`src/verilog/busPkg.sv`:
```
`default_nettype none

package busPkg;

    typedef logic [31:0] word_t;                    // Data word or byte address

    // Data memory sizing
    localparam int MemWords     = 1024;
    localparam int MemIndexBits = $clog2(MemWords);
    localparam int MemIndexLsb  = 2;                // Word aligned, byte bits dropped

    typedef logic [MemIndexBits-1:0] memIndex_t;    // Word index into data memory

    // One load/store request from the CPU, valid for a single cycle
    typedef struct packed {
        word_t addr;                                // ALU result
        logic  read;                                // Load strobe
        logic  write;                               // Store strobe
        word_t wdata;                               // Register value to store
    } memAccess_t;

endpackage

`default_nettype wire

```
`src/verilog/ioMapPkg.sv`:
```
`default_nettype none

package ioMapPkg;

    // IO window, matched on the upper 24 address bits
    localparam busPkg::word_t IoRegionBase = 32'hFFFF_FC00;
    localparam int            IoRegionLsb  = 8;

    localparam busPkg::word_t LedAddr    = 32'hFFFF_FC60;
    localparam busPkg::word_t SegAddr    = 32'hFFFF_FC64;
    localparam busPkg::word_t SwitchAddr = 32'hFFFF_FC70;
    localparam busPkg::word_t KeyAddr    = 32'hFFFF_FC74;
    localparam busPkg::word_t BtnAddr    = 32'hFFFF_FC78;

    typedef logic [11:0] switch_t;
    typedef logic [15:0] led_t;

    typedef struct packed {
        switch_t       switches;
        busPkg::word_t key;                         // Already decoded keypad code
        logic          btnRaw;                      // Asynchronous, bouncing
    } ioInputs_t;

    // Seven-segment display, eight digits
    localparam int SegDigits    = 8;
    localparam int DigitSelBits = $clog2(SegDigits);
    localparam int ScanDivBits  = 4;                // 16 clocks per digit
    localparam int ScanCntBits  = ScanDivBits + DigitSelBits;

    typedef logic [ScanCntBits-1:0] scanCnt_t;

    typedef struct packed {
        logic [SegDigits-1:0] anode;                // Active low, one digit at a time
        logic [7:0]           cathode;              // Active low, {dp, g..a}
    } segOut_t;

    // Button debounce
    localparam int DebounceCycles  = 16;
    localparam int DebounceCntBits = $clog2(DebounceCycles);

    typedef logic [DebounceCntBits-1:0] debCnt_t;

    localparam debCnt_t DebounceLimit = debCnt_t'(DebounceCycles - 1);

endpackage

`default_nettype wire

```
`src/verilog/btnDebounce.sv`:
```
`timescale 1ns/1ps
`default_nettype none

module btnDebounce (
    input  wire  clk,
    input  wire  rstN,
    input  wire  btnRaw,
    output logic btnLevel
);
    import ioMapPkg::*;

    logic    btnMeta;
    logic    btnSync;
    debCnt_t stableCnt;                             // Cycles the input has differed

    // Two stage synchronizer
    always_ff @(posedge clk) begin
        if (!rstN) begin
            btnMeta <= 1'b0;
            btnSync <= 1'b0;
        end else begin
            btnMeta <= btnRaw;
            btnSync <= btnMeta;
        end
    end

    always_ff @(posedge clk) begin
        if (!rstN) begin
            stableCnt <= '0;
            btnLevel  <= 1'b0;
        end else if (btnSync == btnLevel) begin
            stableCnt <= '0;                        // Bounce back, start over
        end else if (stableCnt == DebounceLimit) begin
            btnLevel  <= btnSync;                   // Stable long enough
            stableCnt <= '0;
        end else begin
            stableCnt <= stableCnt + 1'b1;
        end
    end

    // Both ends of the window must have seen the input differ from the level
    levelNeedsWindow: assert property (
        @(posedge clk) disable iff (!rstN)
        $changed(btnLevel) |-> $past(btnSync != btnLevel) &&
                               $past(btnSync != btnLevel, DebounceCycles)
    ) else $error("btnDebounce: btnLevel changed before the debounce window");

endmodule

`default_nettype wire

```
`config.mk`:
```
export PLATFORM = sky130hd
export DESIGN_NAME = btnDebounce
export DESIGN_NICKNAME = d
export VERILOG_FILES = /design/src/verilog/busPkg.sv /design/src/verilog/ioMapPkg.sv /design/src/verilog/btnDebounce.sv
export SDC_FILE = /design/constraint.sdc
export NUM_CORES = 1
export LEC_CHECK = 0
export ABC_AREA = 1
export BUFFER_PORTS_ARGS = -buffer_cell sky130_fd_sc_hd__buf_2
export CAP_MARGIN = 20
export CORE_AREA = 3 3 40 42
export DETAILED_ROUTE_END_ITERATION = 10
export DIE_AREA = 0 0 43 45
export HOLD_SLACK_MARGIN = 0.02
export PLACE_DENSITY = 0.33
export SLEW_MARGIN = 15
export SYNTH_ARGS = -nofsm -noshare
export SYNTH_HDL_FRONTEND = slang
export SYNTH_SLANG_ARGS = --single-unit
```
`constraint.sdc`:
```
create_clock -name clk -period 1.9 [get_ports clk]
set_input_delay 0.38 -clock clk [delete_from_list [all_inputs] [get_ports clk]]
set_output_delay 0.38 -clock clk [all_outputs]
set_load 0.02 [all_outputs]
```
==> metrics.yaml <==
cells_and_area:
  area_growth_pct: 21.9
  layout-drive-gt1-share_pct: 24.4
  final.fill_count: 141
  final_net_count: 46
  seqCellArea_um2: 140
  n_antenna_cell: 0
  multi_input_area_um2: 111
  final_area_um2: 334
placed_design:
  dp_hpwl_um: 346
  post_dp_cell_area_um2: 308
  io_buffers: 3
  gp_congestion: 0.723
setup_path:
  critical_path_buf_inv_count: 1
  critPathTopFamily: "flip-flops"
  r2r_end: "stableCnt[0]"
  critPathMaxFanout: 4
  cp.arrival_ps: 830
  endpoint_kind: "output port"
  slowest_delay_ps: 390
  critical_path.startpoint_type: "flip-flop"
  required_ps: 1520
  regToRegSetupSlack_ps: 940
  crit_type: "reg2out"
  reg2regPathDepth: 4
  r2r-start: "stableCnt[0]"
  worstPathCellList: "buf_2"
  worst_path_max_delay_cell: "dfxtp_1"
cts:
  clockRootBuffer: "clkbuf_4"
  cts_buffer_depth: 2
  clock_latency_ps: 250
  cts_buffers: 3
  cts.clk_slew.worst_paths_ps: 50
  cts-hold-fix-buffers: 0
  ctsResizeCount: 0
  cts.sink_count: 7
  cts_tree: "done"
  htree_levels: 1
  cts_setup_buffers: 0
floorplan:
  coreArea_mm2: 0.00128
  die_y_um: 45
  die_area_mm2: 0.00194
  pin_count: 4
  die_width_um: 43
  initial_core_util_pct: 21.3
  row_count: 13
routing:
  post_drt_wl_per_cell_um: 7.50
  drtIter0Drc: 1
  ant_nets: 0
  dr_total_vias: 223
  dr.pass1.iters: 2
  vias_per_cell: 3.98
  wl_um: 420
  drc: 0
logic_synthesis:
  syn_avg_cell_area_um2: 8.06
  synth_xor_area_share_pct: 3.20
  ys_seq_area_share_pct: 51.1
  synth_compound_area_share_pct: 0
  ys.flop_type: "dfxtp_1"
  synth.distinct_cells: 11
  async_reset_ff_share_pct: 0
  synth_top_family_by_area: "simple AND/OR/NAND/NOR gates"
  synth_cells: 34
  synth_warnings: 0
  synth_fa_ha_area_share_pct: 4.57
  yosys.area_share.simple_pct: 32.9
  synth_area_leader_cell: "dfxtp_1"
  ys_ff_latch: 7
  ys_top_cells_by_count: "dfxtp_1, nand2_1, nor2_1, inv_1, nand3_2"
  syn-cell-area_um2: 274
  synthTopCellsByArea: "dfxtp_1, nand2_1, nor2_1, nand3_2, inv_1"
  synth_edf_count: 0
  syn_nets: 38
  yosys.area.top_type_share_pct: 51.1
  synth.area.mux_share_pct: 0
global_route:
  grt.busiest_layer: "met2"
  grt_pass1_wl_um: 738
  track_usage_pct: 5.83
  grt_max_degree: 5
  grt_pass1_vias: 187
  gr-usage-met3_pct: 3.59
  globalRouteMet2Util_pct: 8.38
  antenna_found_initial: 0
  overflow: 0
  gr-usage-met1_pct: 5.80
hold_path:
  hold_depth: 3
  min_to: "btnMeta"
  hp-start: "btnRaw"
  hold_class: "in2reg"
sta:
  finalSetupTns_ps: 0
  tightest_slew_ps: 163
  fmax_mhz: 828
  worst_hold_slack_ps: 311
  setup_viol: 0
  maxSlewViolCount: 0
  finalCritPeriodShare_pct: 63.5
  clock_skew_ps: 0.227
  rsz0062_at_grt: "no"
  hold_viol_final: 0
  min_period_ps: 1210
  slew_headroom_pct: 89.1
flow_run:
  cap_violations: 0
power_and_ir_drop:
  powerDensity_mw_per_mm2: 879
  leakage_nw: 0.157
  finalPower_w: 0.000294
  ir_worst_vdd_mv: 0.249
run_status:
  status: "finished clean"
layer usage:
metal  part of all wire (%)  routed length, um  vias to the layer above
met1                     48                201                       98
met4                    4.0                 17                        0
met2                     41                173                        7
li1                       -                  -                      115
met3                    6.4                 27                        3
met5                      0                  0                        -
sequential cells by signal, summed over array words and instances (netlist names):
name / count
btnLevel: 1
btnMeta: 1
btnSync: 1
stableCnt: 4
power breakdown:
part           switching [W]  internal (W)  leakage, nW
clock network      0.0000548     0.0000801       0.0150
logic             0.00000433    0.00000328       0.0854
registers         0.00000142      0.000150       0.0569
total              0.0000605      0.000233        0.157
per-stage QoR:
step	std cells	setup slack, ps	util [%]
2_1_floorplan	34	1010	-
5_1_grt	56	633	26.0
3_5_place_dp	52	934	24.0
3_3_place_gp	52	961	24.0
4_1_cts	56	684	26.0
6_report	56	693	26.0
cell families (layout without fill, tap and decap cells):
kind of cell | count (synthesis) | in the layout
xor gates and xnor gates | 1 | 1
buffers and inverters | 6 | 13
adders and majority gates | 1 | 1
DFF | 7 | 7
and+or+nand+nor | 19 | 19
final cells by class:
type / instances / share of cell area [%]
flip-flops and latches: 7 / 41.9
multi-input cells: 21 / 33.3
clock buffers: 4 / 7.87
inverters: 6 / 6.74
well taps: 15 / 5.62
repair buffers: 3 / 4.49
worst max path at each step:
stage | depth (start not counted) | endpoint | slack, ps | start
2_1_floorplan | 4 | stableCnt[2] | 1010 | stableCnt[0]
3_3_place_gp | 4 | stableCnt[0] | 960 | stableCnt[0]
3_5_place_dp | 4 | stableCnt[0] | 930 | stableCnt[0]
4_1_cts | 1 | btnLevel | 680 | btnLevel
5_1_grt | 1 | btnLevel | 630 | btnLevel
6_report | 1 | btnLevel | 690 | btnLevel
worst min-delay path, cell delays in order:
cell,delay (ps)
buf_2,80
nand2_1,40
inv_1,40
layout by cell type (no fill, tap or decap):
master	n
nand2_1	7
nor2_1	7
dfxtp_1	7
inv_1	5
clkbuf_4	3
buf_2	3
nand3_2	2
nand4_1	1
nand3_1	1
inv_2	1
nor2_2	1
xnor2_1	1
ha_1	1
clkbuf_1	1
Power figures use the tool's default switching activity.
