<file path="src/verilog/busPkg.sv">
`default_nettype none

package busPkg;

    typedef logic [31:0] word_t;                    // Data word or byte address

    // Data memory sizing
    localparam int MemWords     = 1024;
    localparam int MemIndexBits = $clog2(MemWords);
    localparam int MemIndexLsb  = 2;                // Word aligned, byte bits dropped

    typedef logic [MemIndexBits-1:0] memIndex_t;    // Word index into data memory

    // One load/store request from the CPU, valid for a single cycle
    typedef struct packed {
        word_t addr;                                // ALU result
        logic  read;                                // Load strobe
        logic  write;                               // Store strobe
        word_t wdata;                               // Register value to store
    } memAccess_t;

endpackage

`default_nettype wire

</file>
<file path="src/verilog/ioMapPkg.sv">
`default_nettype none

package ioMapPkg;

    // IO window, matched on the upper 24 address bits
    localparam busPkg::word_t IoRegionBase = 32'hFFFF_FC00;
    localparam int            IoRegionLsb  = 8;

    localparam busPkg::word_t LedAddr    = 32'hFFFF_FC60;
    localparam busPkg::word_t SegAddr    = 32'hFFFF_FC64;
    localparam busPkg::word_t SwitchAddr = 32'hFFFF_FC70;
    localparam busPkg::word_t KeyAddr    = 32'hFFFF_FC74;
    localparam busPkg::word_t BtnAddr    = 32'hFFFF_FC78;

    typedef logic [11:0] switch_t;
    typedef logic [15:0] led_t;

    typedef struct packed {
        switch_t       switches;
        busPkg::word_t key;                         // Already decoded keypad code
        logic          btnRaw;                      // Asynchronous, bouncing
    } ioInputs_t;

    // Seven-segment display, eight digits
    localparam int SegDigits    = 8;
    localparam int DigitSelBits = $clog2(SegDigits);
    localparam int ScanDivBits  = 4;                // 16 clocks per digit
    localparam int ScanCntBits  = ScanDivBits + DigitSelBits;

    typedef logic [ScanCntBits-1:0] scanCnt_t;

    typedef struct packed {
        logic [SegDigits-1:0] anode;                // Active low, one digit at a time
        logic [7:0]           cathode;              // Active low, {dp, g..a}
    } segOut_t;

    // Button debounce
    localparam int DebounceCycles  = 16;
    localparam int DebounceCntBits = $clog2(DebounceCycles);

    typedef logic [DebounceCntBits-1:0] debCnt_t;

    localparam debCnt_t DebounceLimit = debCnt_t'(DebounceCycles - 1);

endpackage

`default_nettype wire

</file>
<file path="src/verilog/memOrIo.sv">
`timescale 1ns/1ps
`default_nettype none

module memOrIo (
    input  wire busPkg::memAccess_t access,
    input  wire busPkg::word_t      memRdata,       // Word read from dataMem
    input  wire ioMapPkg::switch_t  switches,
    input  wire busPkg::word_t      key,
    input  wire                     btnLevel,       // Debounced button
    output busPkg::word_t           rWdata,         // Register write-back data
    output logic                    memWe,
    output busPkg::memIndex_t       memIndex,
    output busPkg::word_t           storeData,      // Shared by memory and IO
    output logic                    ledWe,
    output logic                    segWe
);
    import busPkg::*;
    import ioMapPkg::*;

    logic inIoRegion;
    logic isSwitchAddr;
    logic isKeyAddr;
    logic isBtnAddr;
    logic isLedAddr;
    logic isSegAddr;
    logic isMemAddr;

    assign inIoRegion = (access.addr[31:IoRegionLsb] == IoRegionBase[31:IoRegionLsb]);

    // Exact peripheral matches
    assign isSwitchAddr = (access.addr == SwitchAddr);
    assign isKeyAddr    = (access.addr == KeyAddr);
    assign isBtnAddr    = (access.addr == BtnAddr);
    assign isLedAddr    = (access.addr == LedAddr);
    assign isSegAddr    = (access.addr == SegAddr);

    // Any other load goes to memory, even inside the IO window
    assign isMemAddr = !isSwitchAddr && !isKeyAddr && !isBtnAddr;

    assign memIndex = access.addr[MemIndexLsb +: MemIndexBits];

    // Load path, priority order matters
    always_comb begin
        if (access.read && isMemAddr)
            rWdata = memRdata;
        else if (access.read && isSwitchAddr)
            rWdata = word_t'(switches);             // Zero extended
        else if (access.read && isBtnAddr)
            rWdata = word_t'(btnLevel);
        else if (access.read && isKeyAddr)
            rWdata = key;
        else
            rWdata = access.addr;                   // No load, address passes through
    end

    // Store path
    assign memWe     = access.write && !inIoRegion;
    assign ledWe     = access.write && isLedAddr;
    assign segWe     = access.write && isSegAddr;
    assign storeData = access.write ? access.wdata : '0;

    // Decode invariants, checked once the comb logic has settled
    always_comb begin
        ledSegExclusive: assert #0 (!(ledWe && segWe))
            else $error("memOrIo: ledWe and segWe high together");
        // Every peripheral address must fall inside the IO window
        memWeOutsideIo: assert #0 (!(memWe && (isLedAddr || isSegAddr || isSwitchAddr ||
                                               isKeyAddr || isBtnAddr)))
            else $error("memOrIo: memory store to IO address %h", access.addr);
    end

endmodule

`default_nettype wire
</file>
<file path="config.mk">
export PLATFORM = sky130hd
export DESIGN_NAME = memOrIo
export DESIGN_NICKNAME = d
export VERILOG_FILES = /design/src/verilog/busPkg.sv /design/src/verilog/ioMapPkg.sv /design/src/verilog/memOrIo.sv
export SDC_FILE = /design/constraint.sdc
export NUM_CORES = 1
export LEC_CHECK = 0
export ABC_AREA = 1
export BUFFER_PORTS_ARGS = -buffer_cell sky130_fd_sc_hd__buf_2
export CAP_MARGIN = 20
export CORE_AREA = 2 2 85 87
export DETAILED_ROUTE_END_ITERATION = 7
export DIE_AREA = 0 0 87 89
export PLACE_DENSITY = 0.72
export SLEW_MARGIN = 20
export SYNTH_ARGS = -nofsm -noshare
export SYNTH_HDL_FRONTEND = slang
export SYNTH_SLANG_ARGS = --single-unit
</file>
<file path="constraint.sdc">
create_clock -name vclk -period 4.7
set_clock_uncertainty 0.1 [all_clocks]
set_input_delay 1.175 -clock vclk [all_inputs]
set_output_delay 1.175 -clock vclk [all_outputs]
set_load 0.02 [all_outputs]
</file>
==> results.md, run 1 <==
- Diodes inserted: 0
- Worst setup SP type: input pin
- Part of the total power dissipated in the clock network: 0%
- Worst Hold Path Cells: 2
- Routed vias/inst: 4.43
- RSZ-0062 raised after global routing: no
- Combined buffer and inverter count along the critical path: 3
- Antenna violations before repair: 0
- Detail-routed net length per standard cell: 11.8 um
- Leakage power summed over all cells: 1.98 nW
- Yosys warnings: 0
- Vias: 2814
- Count of routing violations after the opening detailed-route iteration: 72
- Number of unique standard cell types used by synthesis: 21
- Post-synthesis cell type with the largest combined area: sky130_fd_sc_hd__nand2_1
- Post-cts sizing count: 0
- Post-route clock period utilization: 89.9%
- Largest stage delay on the critical path: 0.37 ns
- Top area cells in the synthesized netlist: sky130_fd_sc_hd__nand2_1 43%, sky130_fd_sc_hd__inv_1 15%, sky130_fd_sc_hd__nand4_1 6.6%
- WS Path Type: input pin to output pin
- Setup TNS: 0 ns
- Remaining routing DRC violations: 0
- Top cell type's share of synthesized area: 43.5%
- Net Count, Synth: 504
- Most frequent cell after synthesis: sky130_fd_sc_hd__nand2_1
- Post-synthesis cell count: 361
- Pre-CTS worst setup slack: 0.457 ns
- Largest net degree at the start of global routing: 35
- Slowest stage cell on the critical path: sky130_fd_sc_hd__nand3_4
- Total routing resource utilization after global routing: 17.0%
- Max-slew violation count: 0
- Count of hold buffers inserted by post-cts repair: 0
- I/O Buffers: 220
- Switching Fraction: 58.9%
- Stages on worst setup path: 12
- NumNets Final: 700
- CP max FO: 24
- Die boundary width: 87 um
- Cell chain of the critical path: buf_2 -> nand2_1 -> nor2_1 -> nand2_2 -> nor2_8 -> nand2_4 -> inv_2 -> nand2_1 -> nand3_4 -> nand2_1 -> o21ai_1 -> buf_2
- Final ANT Viol Nets: 0
- Number of core rows: 30
- Most numerous cell types in the synthesized netlist: 187 x sky130_fd_sc_hd__nand2_1, 65 x sky130_fd_sc_hd__inv_1, 19 x sky130_fd_sc_hd__o21ai_1
- Layout overhead on the synthesized area: 63.5%
- Placeable core region: 6720 um2
- Post-route setup slack: 0.477 ns
- Height of the chip: 89 um
- Flop pwr share: 0%
- Routability-driven placement congestion ratio: 0.794
- Int Pwr: 0.0000944 W
- Maximum Capacitance Violations: 0
- Worst vdd rail ir drop: 0.0476 mV
- Run status: finished clean
- Effective utilization at floorplan: 24.0%
- Share of layout cells above drive strength 1: 42.7%
- Final hold violations: 0
- # setup viols final: 0
- Crit. End Element: output pin
- Post-CTS repair timing setup buffer count: 0
- Die ar.: 7740 um2
- Post-synthesis instance area: 1610 um2
- Number of optimization iterations in the first detailed-route pass: 6
- Sequential area share after synthesis: 0%
- Tightest slew margin relative to the limit: 64.2%
- Net Sw Power: 0.000136 W
- Syn Area/Cell: 4.47 um2
- # IOs: 220
- Register cell area after layout: 0 um2
- Most common cell on crit path: sky130_fd_sc_hd__nand2_1
- Worst EP required: 3.42 ns
- Combinational power share: 100.0%
- Final total power: 0.000230 W
- Highest achievable clock rate: 0.237 GHz
- First-pass GRT wire length: 10.7 mm
- Worst min path class: input pin to output pin
- Detailed placer's ending HPWL: 6.44 mm
- Wirelength, routed: 7.51 mm
- Via count of the first global-routing pass: 2413
- Slew @ Worst Pin: 0.537 ns
- Power per cell area: 87.2 nW/um2
- GRT overflow: 0
- Clock period minus final worst setup slack: 4.22 ns
- Flip-flop and latch count: 0
- Kind of cell with the highest combined delay on the critical path: simple AND/OR/NAND/NOR gates
- Arrival @ worst endpoint: 2.95 ns
- Number of clock buffer instances in the layout: 0
==> path summary, 6_finish.rpt <==
kind                    from          end  slack [ns]
setup / recovery  access[55]    rWdata[2]        0.48
hold / removal    access[42]  memIndex[6]        2.49
==> power by group through the flow <==
stage / combinational (W) / clock (W) / sequential [W]
3_5_place_dp: 0.000231 / 0 / 0
5_1_grt: 0.000254 / 0 / 0
4_1_cts: 0.000232 / 0 / 0
3_3_place_gp: 0.000231 / 0 / 0
2_1_floorplan: 0.000127 / 0 / 0
6_report: 0.000230 / 0 / 0
==> routing by layer <==
metal / vias to the layer above / routed length, um / global-route usage [%]
li1: 1458 / - / -
met1: 1207 / 2760 / 17.1
met2: 139 / 4050 / 36.6
met3: 10 / 616 / 2.77
met4: 0 / 87 / 2.27
met5: - / 0 / 0
==> cell usage in the layout (no fill, tap or decap), types with 3 or more instances in the layout <==
cell | synthesis | final
sky130_fd_sc_hd__inv_2 | 3 | 3
sky130_fd_sc_hd__nor2_1 | 11 | 11
sky130_fd_sc_hd__buf_2 | 6 | 220
sky130_fd_sc_hd__nand4_1 | 17 | 17
sky130_fd_sc_hd__nand2_1 | 187 | 187
sky130_fd_sc_hd__inv_1 | 65 | 65
sky130_fd_sc_hd__nand3_1 | 14 | 14
sky130_fd_sc_hd__o21ai_1 | 19 | 19
sky130_fd_sc_hd__nand2_2 | 4 | 4
==> cell type report <==
type,count,area (um2)
multi-input cells,265,1170
repair buffers,222,1120
inverters,68,255
well taps,80,100
fillers,773,4080
==> cell families after synthesis <==
logic type             after synthesis  synth area share [%]
and+or+nand+nor                    244                  65.8
buffers and inverters               96                  27.7
AOI/OAI and AO/OA                   21                  6.51
==> through the flow <==
stage | hold slack, ns | util, % | cell area, um2 | cells
global route | 2.49 | 39.3 | 2640 | 635
finish | 2.49 | 39.3 | 2640 | 635
floorplan | 2.36 | - | 1610 | 361
detailed placement | 2.49 | 39.3 | 2640 | 635
CTS | 2.49 | 39.3 | 2640 | 635
global placement | 2.49 | 39.3 | 2640 | 635
Power figures use the tool's default switching activity.
==> run 2: changes to the inputs <==
--- a/config.mk
+++ b/config.mk
@@ -11,6 +11,7 @@
 export CORE_AREA = 2 2 85 87
 export DETAILED_ROUTE_END_ITERATION = 7
 export DIE_AREA = 0 0 87 89
+export MAX_ROUTING_LAYER = met4
 export PLACE_DENSITY = 0.72
 export SLEW_MARGIN = 20
 export SYNTH_ARGS = -nofsm -noshare
==> run 2 against run 1 <==
Non-clock buffer count unchanged. Utilization unchanged. Clock-buffer cell count unchanged. Via count up 0.36%. Sequential share of layout area unchanged. Final area is the same. Flip-flop and latch count unchanged. Setup slack improved by 0.00072 ns. Die area did not move. Combinational power about the same. Cell count stayed put. Total power about the same. Highest routed layer unchanged.
==> results.md, run 2 (synthesis results as in run 1) <==
- Register cell area after layout: 0 um2
- Count of hold buffers inserted by post-cts repair: 0
- Power per cell area: 87.2 nW/um2
- Number of clock buffer instances in the layout: 0
- Antenna violations before repair: 0
- I/O Buffers: 220
- # setup viols final: 0
- Arrival @ worst endpoint: 2.95 ns
- Final hold slack: 2.49 ns
- Die ar.: 7740 um2
- Layout overhead on the synthesized area: 63.5%
- Commonest non-fill, non-tap cell in the layout: sky130_fd_sc_hd__buf_2
- Share of layout cells above drive strength 1: 42.7%
- Total routing resource utilization after global routing: 17.5%
- Tightest slew margin relative to the limit: 64.2%
- Remaining routing DRC violations: 0
- Clock period minus final worst setup slack: 4.22 ns
- Run status: finished clean
- Multi-input logic area: 1170 um2
- Worst min path class: input pin to output pin
- Diodes inserted: 0
- Post-route setup slack: 0.478 ns
- CP max FO: 24
- Crit. End Element: output pin
- Final total power: 0.000230 W
- # IOs: 220
- Die boundary width: 87 um
- Wirelength, routed: 7.53 mm
- RSZ-0062 raised after global routing: no
- Vias: 2824
- Post-route clock period utilization: 89.8%
- Routability-driven placement congestion ratio: 0.806
- Leakage power summed over all cells: 1.98 nW
- Height of the chip: 89 um
- Count of routing violations after the opening detailed-route iteration: 70
- Final ANT Viol Nets: 0
- Number of core rows: 30
- Final core utilization: 39.3%
- Flip-flop and latch count: 0
- NumNets Final: 700
- Detailed placer's ending HPWL: 6.44 mm
- Setup TNS: 0 ns
- First-pass GRT wire length: 10.7 mm
- Worst vdd rail ir drop: 0.0475 mV
- Post-cts sizing count: 0
- Placeable core region: 6720 um2
- Post-CTS repair timing setup buffer count: 0
- Filler instances: 773
- Worst EP required: 3.42 ns
- Largest net degree at the start of global routing: 35
- Slew @ Worst Pin: 0.536 ns
- Commonest cells after routing, fill and taps aside: 220 x sky130_fd_sc_hd__buf_2, 187 x sky130_fd_sc_hd__nand2_1, 65 x sky130_fd_sc_hd__inv_1, 19 x sky130_fd_sc_hd__o21ai_1, 17 x sky130_fd_sc_hd__nand4_1
- Final hold violations: 0
- Pre-CTS worst setup slack: 0.457 ns
- Effective utilization at floorplan: 24.0%
- Maximum Capacitance Violations: 0
- Routed vias/inst: 4.45
- WS Path Type: input pin to output pin
- Highest achievable clock rate: 0.237 GHz
- Detail-routed net length per standard cell: 11.9 um
- GRT overflow: 0
- Max-slew violation count: 0
- Worst setup SP type: input pin
- Number of optimization iterations in the first detailed-route pass: 4
- Via count of the first global-routing pass: 2414
-- run 2: cell counts in the layout (fill, tap and decap cells not counted) --
No cell type changed its count.
-- run 2: cell type report --
cell class	instances	share of cell area, %
repair buffers	222	42.3
well taps	80	3.79
multi-input cells	265	44.2
inverters	68	9.67
-- run 2: worst paths after layout --
check | from | end | slack [ns] | depth (start not counted)
max | access[55] | rWdata[2] | 0.48 | 12
min | access[42] | memIndex[6] | 2.49 | 2
-- run 2: power breakdown --
part | switching (W) | total, W | internal [W]
Clock | 0 | 0 | 0
Sequential | 0 | 0 | 0
Combinational | 0.000136 | 0.000230 | 0.0000944
Total | 0.000136 | 0.000230 | 0.0000944
-- run 2: per-layer routing --
metal	vias to the layer above	part of all wire, %	GRT usage, %	routed length [um]
met5	-	0	-	0
li1	1456	-	-	-
met1	1219	38	17.7	2820
met3	10	7.3	1.75	553
met4	0	1.2	2.27	87
met2	139	54	36.6	4060
-- run 2: stage by stage --
| stage | instances | area (um2) |
|---|---|---|
| final | 635 | 2640 |
| after global routing | 635 | 2640 |
| after CTS | 635 | 2640 |
| after detailed placement | 635 | 2640 |
| after global placement | 635 | 2640 |
| after floorplan | 361 | 1610 |
-- run 2: critical path: stages --
cell and delay, ns:
sky130_fd_sc_hd__buf_2 0.09, sky130_fd_sc_hd__nand2_1 0.06, sky130_fd_sc_hd__nor2_1 0.16, sky130_fd_sc_hd__nand2_2 0.11, sky130_fd_sc_hd__nor2_8 0.21, sky130_fd_sc_hd__nand2_4 0.09
sky130_fd_sc_hd__inv_2 0.07, sky130_fd_sc_hd__nand2_1 0.25, sky130_fd_sc_hd__nand3_4 0.37, sky130_fd_sc_hd__nand2_1 0.09, sky130_fd_sc_hd__o21ai_1 0.07, sky130_fd_sc_hd__buf_2 0.18
