<file path="config.mk">
export PLATFORM = sky130hd
export DESIGN_NAME = displayPort
export DESIGN_NICKNAME = d
export VERILOG_FILES = /design/src/verilog/busPkg.sv /design/src/verilog/ioMapPkg.sv /design/src/verilog/displayPort.sv
export SDC_FILE = /design/constraint.sdc
export NUM_CORES = 1
export LEC_CHECK = 0
export BUFFER_PORTS_ARGS = -buffer_cell sky130_fd_sc_hd__buf_2
export CORE_MARGIN = 4
export CORE_UTILIZATION = 35
export DETAILED_ROUTE_END_ITERATION = 10
export GPL_ROUTABILITY_DRIVEN = 0
export GPL_TIMING_DRIVEN = 0
export PLACE_DENSITY_LB_ADDON = 0.08
export RECOVER_POWER = 25
export SLEW_MARGIN = 20
export SYNTH_ARGS = -nofsm -noshare
export SYNTH_HDL_FRONTEND = slang
export SYNTH_SLANG_ARGS = --single-unit
</file>
<file path="constraint.sdc">
create_clock -name clk -period 3.8 [get_ports clk]
set_clock_uncertainty 0.15 [all_clocks]
set_input_delay 0.76 -clock clk [delete_from_list [all_inputs] [get_ports clk]]
set_output_delay 0.76 -clock clk [all_outputs]
set_load 0.03 [all_outputs]
</file>
<file path="src/verilog/busPkg.sv">
`default_nettype none

package busPkg;

    typedef logic [31:0] word_t;                    // Data word or byte address

    // Data memory sizing
    localparam int MemWords     = 1024;
    localparam int MemIndexBits = $clog2(MemWords);
    localparam int MemIndexLsb  = 2;                // Word aligned, byte bits dropped

    typedef logic [MemIndexBits-1:0] memIndex_t;    // Word index into data memory

    // One load/store request from the CPU, valid for a single cycle
    typedef struct packed {
        word_t addr;                                // ALU result
        logic  read;                                // Load strobe
        logic  write;                               // Store strobe
        word_t wdata;                               // Register value to store
    } memAccess_t;

endpackage

`default_nettype wire

</file>
<file path="src/verilog/ioMapPkg.sv">
`default_nettype none

package ioMapPkg;

    // IO window, matched on the upper 24 address bits
    localparam busPkg::word_t IoRegionBase = 32'hFFFF_FC00;
    localparam int            IoRegionLsb  = 8;

    localparam busPkg::word_t LedAddr    = 32'hFFFF_FC60;
    localparam busPkg::word_t SegAddr    = 32'hFFFF_FC64;
    localparam busPkg::word_t SwitchAddr = 32'hFFFF_FC70;
    localparam busPkg::word_t KeyAddr    = 32'hFFFF_FC74;
    localparam busPkg::word_t BtnAddr    = 32'hFFFF_FC78;

    typedef logic [11:0] switch_t;
    typedef logic [15:0] led_t;

    typedef struct packed {
        switch_t       switches;
        busPkg::word_t key;                         // Already decoded keypad code
        logic          btnRaw;                      // Asynchronous, bouncing
    } ioInputs_t;

    // Seven-segment display, eight digits
    localparam int SegDigits    = 8;
    localparam int DigitSelBits = $clog2(SegDigits);
    localparam int ScanDivBits  = 4;                // 16 clocks per digit
    localparam int ScanCntBits  = ScanDivBits + DigitSelBits;

    typedef logic [ScanCntBits-1:0] scanCnt_t;

    typedef struct packed {
        logic [SegDigits-1:0] anode;                // Active low, one digit at a time
        logic [7:0]           cathode;              // Active low, {dp, g..a}
    } segOut_t;

    // Button debounce
    localparam int DebounceCycles  = 16;
    localparam int DebounceCntBits = $clog2(DebounceCycles);

    typedef logic [DebounceCntBits-1:0] debCnt_t;

    localparam debCnt_t DebounceLimit = debCnt_t'(DebounceCycles - 1);

endpackage

`default_nettype wire

</file>
<file path="src/verilog/displayPort.sv">
`timescale 1ns/1ps
`default_nettype none

module displayPort (
    input  wire                clk,
    input  wire                rstN,
    input  wire                ledWe,
    input  wire                segWe,
    input  wire busPkg::word_t storeData,
    output ioMapPkg::led_t     led,
    output ioMapPkg::segOut_t  seg
);
    import busPkg::*;
    import ioMapPkg::*;

    word_t                   segValue;              // Word shown on the display
    scanCnt_t                scanCnt;
    logic [DigitSelBits-1:0] digitSel;
    logic [3:0]              nibble;

    // Active low pattern {dp, g, f, e, d, c, b, a}, dot kept dark
    function automatic logic [7:0] hexToSeg(input logic [3:0] value);
        logic [7:0] pattern;
        case (value)
            4'h0: pattern = 8'hC0;
            4'h1: pattern = 8'hF9;
            4'h2: pattern = 8'hA4;
            4'h3: pattern = 8'hB0;
            4'h4: pattern = 8'h99;
            4'h5: pattern = 8'h92;
            4'h6: pattern = 8'h82;
            4'h7: pattern = 8'hF8;
            4'h8: pattern = 8'h80;
            4'h9: pattern = 8'h90;
            4'hA: pattern = 8'h88;
            4'hB: pattern = 8'h83;                  // Lower case b
            4'hC: pattern = 8'hC6;
            4'hD: pattern = 8'hA1;                  // Lower case d
            4'hE: pattern = 8'h86;
            default: pattern = 8'h8E;               // F
        endcase
        return pattern;
    endfunction

    // Store targets
    always_ff @(posedge clk) begin
        if (!rstN) begin
            led      <= '0;
            segValue <= '0;
        end else begin
            if (ledWe) begin
                led <= storeData[$bits(led_t)-1:0];  // Low half of the store
            end
            if (segWe) begin
                segValue <= storeData;
            end
        end
    end

    // Free running scan, top bits pick the digit
    always_ff @(posedge clk) begin
        if (!rstN) begin
            scanCnt <= '0;
        end else begin
            scanCnt <= scanCnt + 1'b1;
        end
    end

    assign digitSel = scanCnt[ScanCntBits-1 -: DigitSelBits];
    assign nibble   = segValue[{digitSel, 2'b00} +: 4];

    always_comb begin
        seg.anode   = ~(SegDigits'(1) << digitSel);
        seg.cathode = hexToSeg(nibble);
    end

    // Lit digit moves one place at a time, so a single digit stays lit
    oneDigitLit: assert property (
        @(posedge clk) disable iff (!rstN)
        $changed(seg.anode) |->
            seg.anode == {$past(seg.anode[SegDigits-2:0]), $past(seg.anode[SegDigits-1])}
    ) else $error("displayPort: anode %b did not step by one digit", seg.anode);

endmodule

`default_nettype wire

</file>
==> impl_metrics.env, run 1 <==
export IMPL_status="finished, final reports clean"
export IMPL_syn_avg_cell_area_sq_um=10.4
export IMPL_yosysSeqAreaShare_pct=41.5
export IMPL_ys_ff_latch=55
export IMPL_hold_ws_ns=0.307
export IMPL_first_global_vias=1970
export IMPL_p_leak_nw=1.43
export IMPL_combPwrFrac_pct=17.3
export IMPL_core_area_sq_um=7290
export IMPL_critPathMaxStageDelay_ns=0.32
export IMPL_hpwl_um=4660
export IMPL_grt_pass1_wl_um=10100
export IMPL_period_needed_ns=3.55
export IMPL_max_freq_mhz=282
export IMPL_finalCritPeriodShare_pct=93.5
export IMPL_hold_viol_final=0
export IMPL_firstDrtPassIters=4
export IMPL_seqPwrFrac_pct=54.9
export IMPL_vias=1965
export IMPL_synth_cells=255
export IMPL_setup_viol=0
export IMPL_io_pins=68
export IMPL_grt_max_degree=17
export IMPL_antenna_found_initial=0
export IMPL_crit_path_end_kind="output pin"
export IMPL_path_buf_inv=3
export IMPL_arrival_ns=2.64
export IMPL_vias_per_cell=4.59
export IMPL_die_y_um=95.0
export IMPL_dr_first_iter_drc_count=69
export IMPL_p_per_area_nw_per_um2=355
export IMPL_htree_levels=2
export IMPL_switching_share_pct=27.7
export IMPL_cts_buffers=5
export IMPL_syn2layout_area_growth_pct=20.8
export IMPL_synthFlopType="dfxtp_1"
export IMPL_tns_ns=0
export IMPL_yosys_warnings=0
export IMPL_ys_async_sr_fraction_pct=0
export IMPL_dieArea_sq_um=9030
export IMPL_cts_root_buf="clkbuf_8"
export IMPL_path_clk_slew_ns=0.10
export IMPL_fp_dieW_um=95.0
export IMPL_peakVddDrop_mv=0.210
export IMPL_drt_wirelength_per_cell_um=14.5
export IMPL_cts_tree="done"
export IMPL_path_cells="clkbuf_4 > buf_4 > mux2i_1 > a22oi_1 > o21ai_2 > ha_1 > and3_1 > a211o_1 > buf_2"
export IMPL_drv_slew=0
export IMPL_ant_nets=0
export IMPL_synthesis_nets=298
export IMPL_fin_util_pct=43.9
export IMPL_drc=0
export IMPL_insertion_delay_ns=0.31
export IMPL_cp_start_kind="register"
export IMPL_layout_drive_gt1_share_pct=25.8
export IMPL_std_cell_rows=31
export IMPL_synth_edff_count=0
export IMPL_critical_path_slowest_cell="dfxtp_1"
export IMPL_nets=371
export IMPL_tightest_slew_ns=0.871
export IMPL_rsz0062_at_grt="false"
export IMPL_max_cap_violations=0
export IMPL_num_antenna_cells=0
export IMPL_internal_power_uw=823
export IMPL_p_clk_share_pct=27.8
export IMPL_path_max_fanout=10
export IMPL_grt_ovfl_total=0
export IMPL_cts_sinks=55
export IMPL_path_class="reg2out"
export IMPL_slew_headroom_pct=41.9
export IMPL_grt_usage_pct=14.7
export IMPL_synthDistinctLibCells=40
export IMPL_hold_class="reg2reg"
export IMPL_p_switching_uw=315
export IMPL_critical_path_required_ns=2.89
export IMPL_routed_wl_um=6210
export IMPL_netlist_area_sq_um=2650
export IMPL_cts_buffer_depth=2
export IMPL_crit_family="compound AO/OA/AOI/OAI gates"
export IMPL_start_util_pct=36.4
export IMPL_io_buffer_count=63
-- power by group through the flow --
stage	logic (mW)	registers [mW]	clock network [mW]
2_1_floorplan	0.118	0.655	0
3_3_place_gp	0.196	0.638	0
3_5_place_dp	0.197	0.639	0
4_1_cts	0.198	0.625	0.334
5_1_grt	0.218	0.630	0.356
6_report	0.197	0.625	0.317
-- worst reg2reg max path: stages (launching register included) --
cell and delay (ns):
dfxtp_1 0.41, buf_6 0.19, clkbuf_1 0.41, nand3_1 0.16, xnor2_1 0.15, and2_1 0.15
-- synthesized netlist by cell type (2+ instances only) --
cell      number  area [sq um]
mux2_2         2          22.5
clkbuf_1      10          37.5
o21ai_0        5          25.0
nand3_1        6          30.0
mux4_2         3          67.6
buf_2          3          15.0
mux2i_1       51           510
a22o_1         2          17.5
mux4_1         2          52.6
and3_1         3          18.8
a21oi_1        2          10.0
inv_1          5          18.8
nor2_1         5          18.8
and2_1         4          25.0
nand2_1        9          33.8
ha_1           7          87.6
dfxtp_1       55          1100
xnor2_1        3          26.3
or3_1          4          25.0
buf_1          3          11.3
nor2b_1       50           313
mux2i_2        2          27.5
o221ai_1       2          17.5
-- cell families after synthesis --
logic type | synth area share, %
XOR/XNOR | 1.32
flip-flops | 41.5
multiplexers | 26.2
AND/OR/NAND/NOR | 19.0
AO/OA/AOI/OAI | 4.48
adder cells (fa/ha/maj) | 3.30
other | 0.141
buffers and inverters | 3.96
-- final timing paths --
| kind | from | endpoint | slack [ns] | cells after the start |
|---|---|---|---|---|
| worst max-delay path | scanCnt[5]$_SDFF_PN0_ | seg[1] | 0.25 | 9 |
| worst min-delay path | scanCnt[0]$_SDFF_PN0_ | scanCnt[0]$_SDFF_PN0_ | 0.31 | 1 |
| worst max register to register | scanCnt[4]$_SDFF_PN0_ | scanCnt[5]$_SDFF_PN0_ | 2.10 | 5 |
| worst min register to register | scanCnt[0]$_SDFF_PN0_ | scanCnt[0]$_SDFF_PN0_ | 0.31 | 1 |
-- cell type report --
class	count	area, sq um
Fill cell	779	4090
Multi-Input combinational cell	176	1450
Sequential cell	55	1100
Timing Repair Buffer	66	329
Tap cell	99	124
Buffer	18	88.8
Clock buffer	6	72.6
Inverter	6	22.5
Clock inverter	2	12.5
-- metal layers --
layer	up-vias	track usage, %	share of wire (%)
met1	898	20.1	49
met2	40	23.5	46
met5	-	0	0
met4	0	4.69	1.7
met3	7	2.84	4.0
li1	1020	-	-
-- cell usage in the layout, fill, tap and decap left out, types with 2 or more instances in the layout --
| cell | instances |
|---|---|
| clkbuf_8 | 5 |
| nor2b_1 | 50 |
| and2_0 | 2 |
| or3_1 | 4 |
| xnor2_1 | 3 |
| mux4_1 | 2 |
| mux4_2 | 3 |
| mux2_2 | 2 |
| inv_1 | 5 |
| nand2_1 | 9 |
| buf_4 | 5 |
| buf_2 | 57 |
| ha_1 | 7 |
| and3_1 | 3 |
| a22o_1 | 2 |
| clkbuf_1 | 17 |
| and2_1 | 2 |
| dfxtp_1 | 55 |
| mux2i_1 | 51 |
| nand3_1 | 6 |
| nor2_1 | 5 |
| mux2i_2 | 2 |
| o221ai_1 | 2 |
| buf_1 | 3 |
| o21ai_0 | 4 |
-- state kept, by name, indices dropped and copies added, names as in the netlist --
register	count
segValue	32
led	16
scanCnt	7
-- per-stage QoR --
| stage | worst slack, ns | cell area [sq um] | std cells | total power, mW |
|---|---|---|---|---|
| 2_1_floorplan | 0.449 | 2650 | 255 | 0.773 |
| 3_3_place_gp | 0.000695 | 3090 | 417 | 0.834 |
| 3_5_place_dp | -0.00193 | 3090 | 417 | 0.836 |
| 4_1_cts | 0.0217 | 3180 | 425 | 1.16 |
| 5_1_grt | 0.0273 | 3200 | 428 | 1.20 |
| 6_report | 0.249 | 3200 | 428 | 1.14 |
-- repair_timing --
| action | CTS | global route |
|---|---|---|
| setup endpoints to repair | 7 | 7 |
| pin swaps | 0 | 1 |
| gates cloned | 0 | 0 |
| hold buffers | 0 | 0 |
| setup buffers | 0 | 3 |
| gates resized for setup | 3 | 5 |
No activity file was read; power rests on OpenSTA's default activity.
==> inputs of run 2 (changes only) <==
--- a/config.mk
+++ b/config.mk
@@ -5,6 +5,7 @@
 export SDC_FILE = /design/constraint.sdc
 export NUM_CORES = 1
 export LEC_CHECK = 0
+export ABC_AREA = 1
 export BUFFER_PORTS_ARGS = -buffer_cell sky130_fd_sc_hd__buf_2
 export CORE_MARGIN = 4
 export CORE_UTILIZATION = 35
==> run 2 against run 1 <==
Effect of this change: final area shrank 0.70%; via count grew 30%; hold slack gained 0.0021 ns; total power grew 4.0%; utilization shrank 0.31 points; sequential share of layout area grew 0.24 points; global-route usage grew 1.5 points; largest cell class unchanged.
==> impl_metrics.env, run 2 <==
export IMPL_dp_cells=555
export IMPL_num_antenna_cells=0
export IMPL_p_leak_nw=1.58
export IMPL_rr_startpoint="scanCnt[4]$_SDFF_PN0_"
export IMPL_post_place_ws_ns=0.992
export IMPL_max_cap_violations=0
export IMPL_fp_dieW_um=94.8
export IMPL_critPathMostFrequentCell="nand2_1"
export IMPL_synthDistinctLibCells=27
export IMPL_die_y_um=94.8
export IMPL_postCtsSetupBuffers=0
export IMPL_path_class="reg2out"
export IMPL_critical_path_required_ns=2.89
export IMPL_yosys_top_cells_area="dfxtp_1, nand2_1, nor2_1, o21ai_0, nand3_1"
export IMPL_fin_util_pct=43.6
export IMPL_cts_tree="done"
export IMPL_path_cells="inv_1 > buf_6 > nand2_1 > nand2_1 > nand2_1 > nand3_1 > nand2_2 > inv_1 > ha_1 > nand3_1 > nand2_1 > nand2_1 > nand2_1 > buf_2"
export IMPL_first_global_vias=2418
export IMPL_cts_hold_buffers=0
export IMPL_io_pins=68
export IMPL_max_freq_mhz=316
export IMPL_stdcell_count=563
export IMPL_design_area_sq_um=3180
export IMPL_synth_edff_count=0
export IMPL_startpoint="scanCnt[4]$_SDFF_PN0_"
export IMPL_largest_reg_flops=32
export IMPL_min_from="scanCnt[0]$_SDFF_PN0_"
export IMPL_seqCellArea_sq_um=1100
export IMPL_rsz0062_at_grt="false"
export IMPL_fillers=843
export IMPL_setup_slack_ns=0.640
export IMPL_syn2layout_area_growth_pct=20.5
export IMPL_setup_viol=0
export IMPL_synthesis_nets=434
export IMPL_start_util_pct=36.2
export IMPL_hold_viol_final=0
export IMPL_status="finished, final reports clean"
export IMPL_netlist_area_sq_um=2640
export IMPL_dr_first_iter_drc_count=112
export IMPL_finalCritPeriodShare_pct=83.1
export IMPL_yosysSeqAreaShare_pct=41.7
export IMPL_cp_start_kind="register"
export IMPL_cts_root_buf="clkbuf_8"
export IMPL_yosys_warnings=0
export IMPL_placed_area_sq_um=3090
export IMPL_ys_ff_latch=55
export IMPL_antenna_found_initial=0
export IMPL_path_clk_slew_ns=0.10
export IMPL_finalPower_mw=1.18
export IMPL_grt_usage_pct=16.2
export IMPL_cts_buffer_depth=2
export IMPL_syn_avg_cell_area_sq_um=6.75
export IMPL_drv_slew=0
export IMPL_yosys_area_top_type_share_pct=41.7
export IMPL_hold_class="reg2reg"
export IMPL_grt_pass1_wl_um=11500
export IMPL_std_cell_rows=31
export IMPL_layout_drive_gt1_share_pct=19.6
export IMPL_htree_levels=2
export IMPL_drt_wirelength_per_cell_um=12.2
export IMPL_path_max_fanout=10
export IMPL_insertion_delay_ns=0.30
export IMPL_grt_ovfl_total=0
export IMPL_peakVddDrop_mv=0.165
export IMPL_p_per_area_nw_per_um2=372
export IMPL_synthFlopType="dfxtp_1"
export IMPL_multiInputGateArea_sq_um=1330
export IMPL_synthTopCellsByCount="nand2_1, nor2_1, dfxtp_1"
export IMPL_yosysTopAreaCell="dfxtp_1"
export IMPL_vias_per_cell=4.53
export IMPL_vias=2552
export IMPL_arrival_ns=2.25
export IMPL_nets=506
export IMPL_io_buffer_count=65
export IMPL_critical_path_slowest_cell="dfxtp_1"
export IMPL_final_cell_mix="nand2_1, nor2_1, buf_2, dfxtp_1, o21ai_0"
export IMPL_drc=0
export IMPL_cts_buffers=5
export IMPL_firstDrtPassIters=4
export IMPL_ys_async_sr_fraction_pct=0
export IMPL_hold_ws_ns=0.309
export IMPL_synth_cells=391
export IMPL_tns_ns=0
export IMPL_grt_max_degree=17
export IMPL_reg_top3="segValue (32), led (16), scanCnt (7)"
export IMPL_dieArea_sq_um=8990
export IMPL_routed_wl_um=6870
export IMPL_top_register="segValue"
export IMPL_hpwl_um=5220
export IMPL_critPathMaxStageDelay_ns=0.33
export IMPL_period_needed_ns=3.16
export IMPL_core_area_sq_um=7290
export IMPL_cts_sinks=55
export IMPL_ant_nets=0
export IMPL_cts_resized=0
export IMPL_crit_path_end_kind="output pin"
run 2: report_power, final:
part	total, mW	internal [mW]	switching [mW]
sequential	0.631	0.614	0.0173
combinational	0.208	0.0688	0.139
clock	0.344	0.150	0.194
run 2: kinds of logic (layout without fill, tap and decap cells):
kind of cell,count (synthesis),after routing,synth area share [%]
buffers and inverters,42,115,8.01
DFF,55,55,41.7
other,1,1,0.142
adders and majority gates,7,7,3.32
AOI/OAI and AO/OA,62,62,11.8
and+or+nand+nor,223,223,34.7
xor gates and xnor gates,1,1,0.332
run 2: worst paths after layout:
path / to / depth (start not counted) / slack [ns]
setup / recovery: seg[6] / 14 / 0.64
hold / removal: scanCnt[0]$_SDFF_PN0_ / 1 / 0.31
setup reg to reg: scanCnt[5]$_SDFF_PN0_ / 5 / 2.43
hold reg to reg: scanCnt[0]$_SDFF_PN0_ / 1 / 0.31
run 2: cell type report:
cell class / count / share of cell area (%)
flip-flops and latches: 55 / 34.6
inverters: 21 / 2.56
clock buffers: 7 / 2.71
well taps: 99 / 3.89
repair buffers: 65 / 10.1
plain buffers: 21 / 4.09
clock inverters: 1 / 0.275
multi-input cells: 294 / 41.7
run 2: layer usage:
| metal | share of wire (%) | wire length [um] | GRT usage (%) | up-vias |
|---|---|---|---|---|
| met2 | 45 | 3100 | 26.0 | 56 |
| met3 | 4.6 | 314 | 3.19 | 6 |
| li1 | - | - | - | 1375 |
| met5 | 0 | 0 | 0 | - |
| met1 | 49 | 3380 | 22.2 | 1115 |
| met4 | 1.0 | 72 | 4.33 | 0 |
run 2: worst max-delay path: cells and delay by family (launching register included):
family        cells  cell delay, ns
flops             1            0.33
simple gates      9            0.73
fa+ha+maj         1            0.18
buf+inv           4            0.69
==> inputs of run 3 (changes only) <==
==> constraint.sdc (replaced) <==
create_clock -name clk -period 2.63 [get_ports clk]
set_clock_uncertainty 0.15 [all_clocks]
set_input_delay 0.526 -clock clk [delete_from_list [all_inputs] [get_ports clk]]
set_output_delay 0.526 -clock clk [all_outputs]
set_load 0.03 [all_outputs]
==> run 3 against run 2 <==
Effect of this change: the flow now finishes with violations (negative setup slack); critical endpoint unchanged; register-to-register slack got worse by 1.3 ns; sequential power is 45% higher; via count rose by 5.6%; critical path depth is 1 higher; non-clock buffer count up 13; clock-buffer cell count unchanged; final area increased by 16%; sequential share of layout area shrank 4.8 points; total power is 51% higher; utilization rose by 7.1 points; largest cell class unchanged; hold slack worse by 0.029 ns; routed wire length increased by 8.4%.
==> impl_metrics.env, run 3 (synthesis results as in run 2) <==
export IMPL_setup_slack_ns=-0.0463
export IMPL_reg2reg_slack_ns=1.13
export IMPL_syn2layout_area_growth_pct=40.2
export IMPL_std_cell_rows=31
export IMPL_critPathMaxStageDelay_ns=0.37
export IMPL_top_register="segValue"
export IMPL_num_antenna_cells=0
export IMPL_p_clk_share_pct=27.8
export IMPL_cts_buffer_depth=2
export IMPL_crit_path_end_kind="output pin"
export IMPL_die_y_um=94.8
export IMPL_rsz0062_at_grt="true"
export IMPL_path_max_fanout=7
export IMPL_cp_start_kind="register"
export IMPL_final_cell_mix="nor2_1, buf_2, nand2_1, dfxtp_1, o21ai_0"
export IMPL_hold_viol_final=0
export IMPL_cts_sinks=55
export IMPL_routed_wl_um=7440
export IMPL_first_global_vias=2516
export IMPL_combPwrFrac_pct=20.8
export IMPL_io_pins=68
export IMPL_ant_nets=0
export IMPL_setup_viol=4
export IMPL_arrival_ns=2.00
export IMPL_rr_worst_depth=7
export IMPL_dieArea_sq_um=8990
export IMPL_p_switching_uw=539
export IMPL_largest_reg_flops=32
export IMPL_mostFrequentLayoutCell="nor2_1"
export IMPL_critical_path_required_ns=1.95
export IMPL_drc=0
export IMPL_nets=520
export IMPL_hold_ws_ns=0.280
export IMPL_dr_first_iter_drc_count=104
export IMPL_critical_path_slowest_cell="dfxtp_2"
export IMPL_hold_path_end="segValue[28]$_SDFFE_PN0P_"
export IMPL_p_leak_nw=1.73
export IMPL_internal_power_mw=1.24
export IMPL_path_class="reg2out"
export IMPL_cts_tree="done"
export IMPL_max_cap_violations=0
export IMPL_vias_per_cell=4.67
export IMPL_finalCritPeriodShare_pct=102
export IMPL_vias=2695
export IMPL_layout_drive_gt1_share_pct=34.9
export IMPL_drt_wirelength_per_cell_um=12.9
export IMPL_core_area_sq_um=7290
export IMPL_crit_family="simple AND/OR/NAND/NOR gates"
export IMPL_reg2reg_to="scanCnt[5]$_SDFF_PN0_"
export IMPL_grt_pass1_wl_um=12100
export IMPL_status="finished with violations"
export IMPL_p_per_area_nw_per_um2=482
export IMPL_path_buf_inv=5
export IMPL_start_util_pct=36.2
export IMPL_cts_buffers=5
export IMPL_grt_usage_pct=17.1
export IMPL_violations="negative setup slack"
export IMPL_drv_slew=0
export IMPL_path_clk_slew_ns=0.10
export IMPL_fp_dieW_um=94.8
export IMPL_cts_root_buf="clkbuf_8"
export IMPL_io_buffer_count=65
export IMPL_rr_startpoint="scanCnt[4]$_SDFF_PN0_"
export IMPL_seqPwrFrac_pct=51.3
export IMPL_max_freq_mhz=374
export IMPL_hpwl_um=5220
export IMPL_grt_max_degree=17
export IMPL_period_needed_ns=2.68
export IMPL_path_cells="buf_6 > inv_6 > buf_8 > nand2_2 > nand2_2 > nand2_2 > nand3_4 > nand2_8 > inv_8 > ha_4 > nand3_4 > nand2_1 > nand2_1 > nand2_1 > buf_6"
export IMPL_finalPower_mw=1.78
export IMPL_min_from="storeData[28]"
export IMPL_firstDrtPassIters=4
export IMPL_hold_depth=3
export IMPL_antenna_found_initial=0
export IMPL_reg_top3="segValue (32), led (16), scanCnt (7)"
export IMPL_htree_levels=2
export IMPL_hold_class="in2reg"
export IMPL_insertion_delay_ns=0.30
export IMPL_switching_share_pct=30.2
export IMPL_peakVddDrop_mv=0.244
export IMPL_grt_ovfl_total=0
run 3: layer usage:
layer	wire, um	global-route usage [%]	up-vias
met5	0	0	-
met4	104	4.33	0
met3	310	3.11	10
met2	3540	27.5	53
met1	3480	23.5	1224
li1	-	-	1408
run 3: cell type report:
cell class / count / area (sq um)
buffer: 21 / 134
clock buffer: 7 / 86.3
clock inverter: 1 / 8.76
fill: 797 / 3590
inverter: 21 / 96.3
multi-input combinational: 295 / 1650
sequential: 55 / 1100
tap: 99 / 124
timing repair buffer: 78 / 499
run 3: power by group through the flow:
| stage | clock network, mW | registers, mW | logic [mW] |
|---|---|---|---|
| floorplan | 0 | 0.959 | 0.171 |
| global placement | 0 | 0.930 | 0.301 |
| detailed placement | 0 | 0.931 | 0.303 |
| CTS | 0.513 | 0.914 | 0.344 |
| global route | 0.547 | 0.922 | 0.415 |
| finish | 0.496 | 0.915 | 0.371 |
run 3: metrics by stage:
step,worst slack (ns),std cells,utilization (%),instance area (sq um),TNS (ns)
2_1_floorplan,0.367,391,-,2640,0
3_3_place_gp,0.0469,555,42.3,3090,0
3_5_place_dp,0.0561,555,42.3,3090,0
4_1_cts,-0.0227,576,48.0,3500,-0.0714
5_1_grt,-0.138,577,50.7,3700,-0.852
6_report,-0.0463,577,50.7,3700,-0.113
run 3: worst register-to-register path: stages (launching register included):
cell and delay, ns:
dfxtp_2 0.37, buf_6 0.12, inv_6 0.04, buf_8 0.13, buf_4 0.15, nor3_1 0.20, xor2_1 0.19, nor2_1 0.06
run 3: worst max path at each step:
| stage | start | endpoint | slack [ns] | cells past startpoint |
|---|---|---|---|---|
| 6_report | scanCnt[4]$_SDFF_PN0_ | seg[6] | -0.05 | 15 |
| 5_1_grt | scanCnt[4]$_SDFF_PN0_ | seg[3] | -0.14 | 13 |
| 4_1_cts | scanCnt[4]$_SDFF_PN0_ | seg[6] | -0.02 | 15 |
| 3_5_place_dp | scanCnt[4]$_SDFF_PN0_ | seg[6] | 0.06 | 14 |
| 3_3_place_gp | scanCnt[4]$_SDFF_PN0_ | seg[6] | 0.05 | 14 |
| 2_1_floorplan | scanCnt[4]$_SDFF_PN0_ | seg[5] | 0.37 | 13 |
run 3: what timing repair did:
item,CTS,global route
hold buffers,0,0
buffers inserted,11,1
setup endpoints to repair,7,7
gates resized for setup,55,53
cloned,2,0
pin swaps,25,27
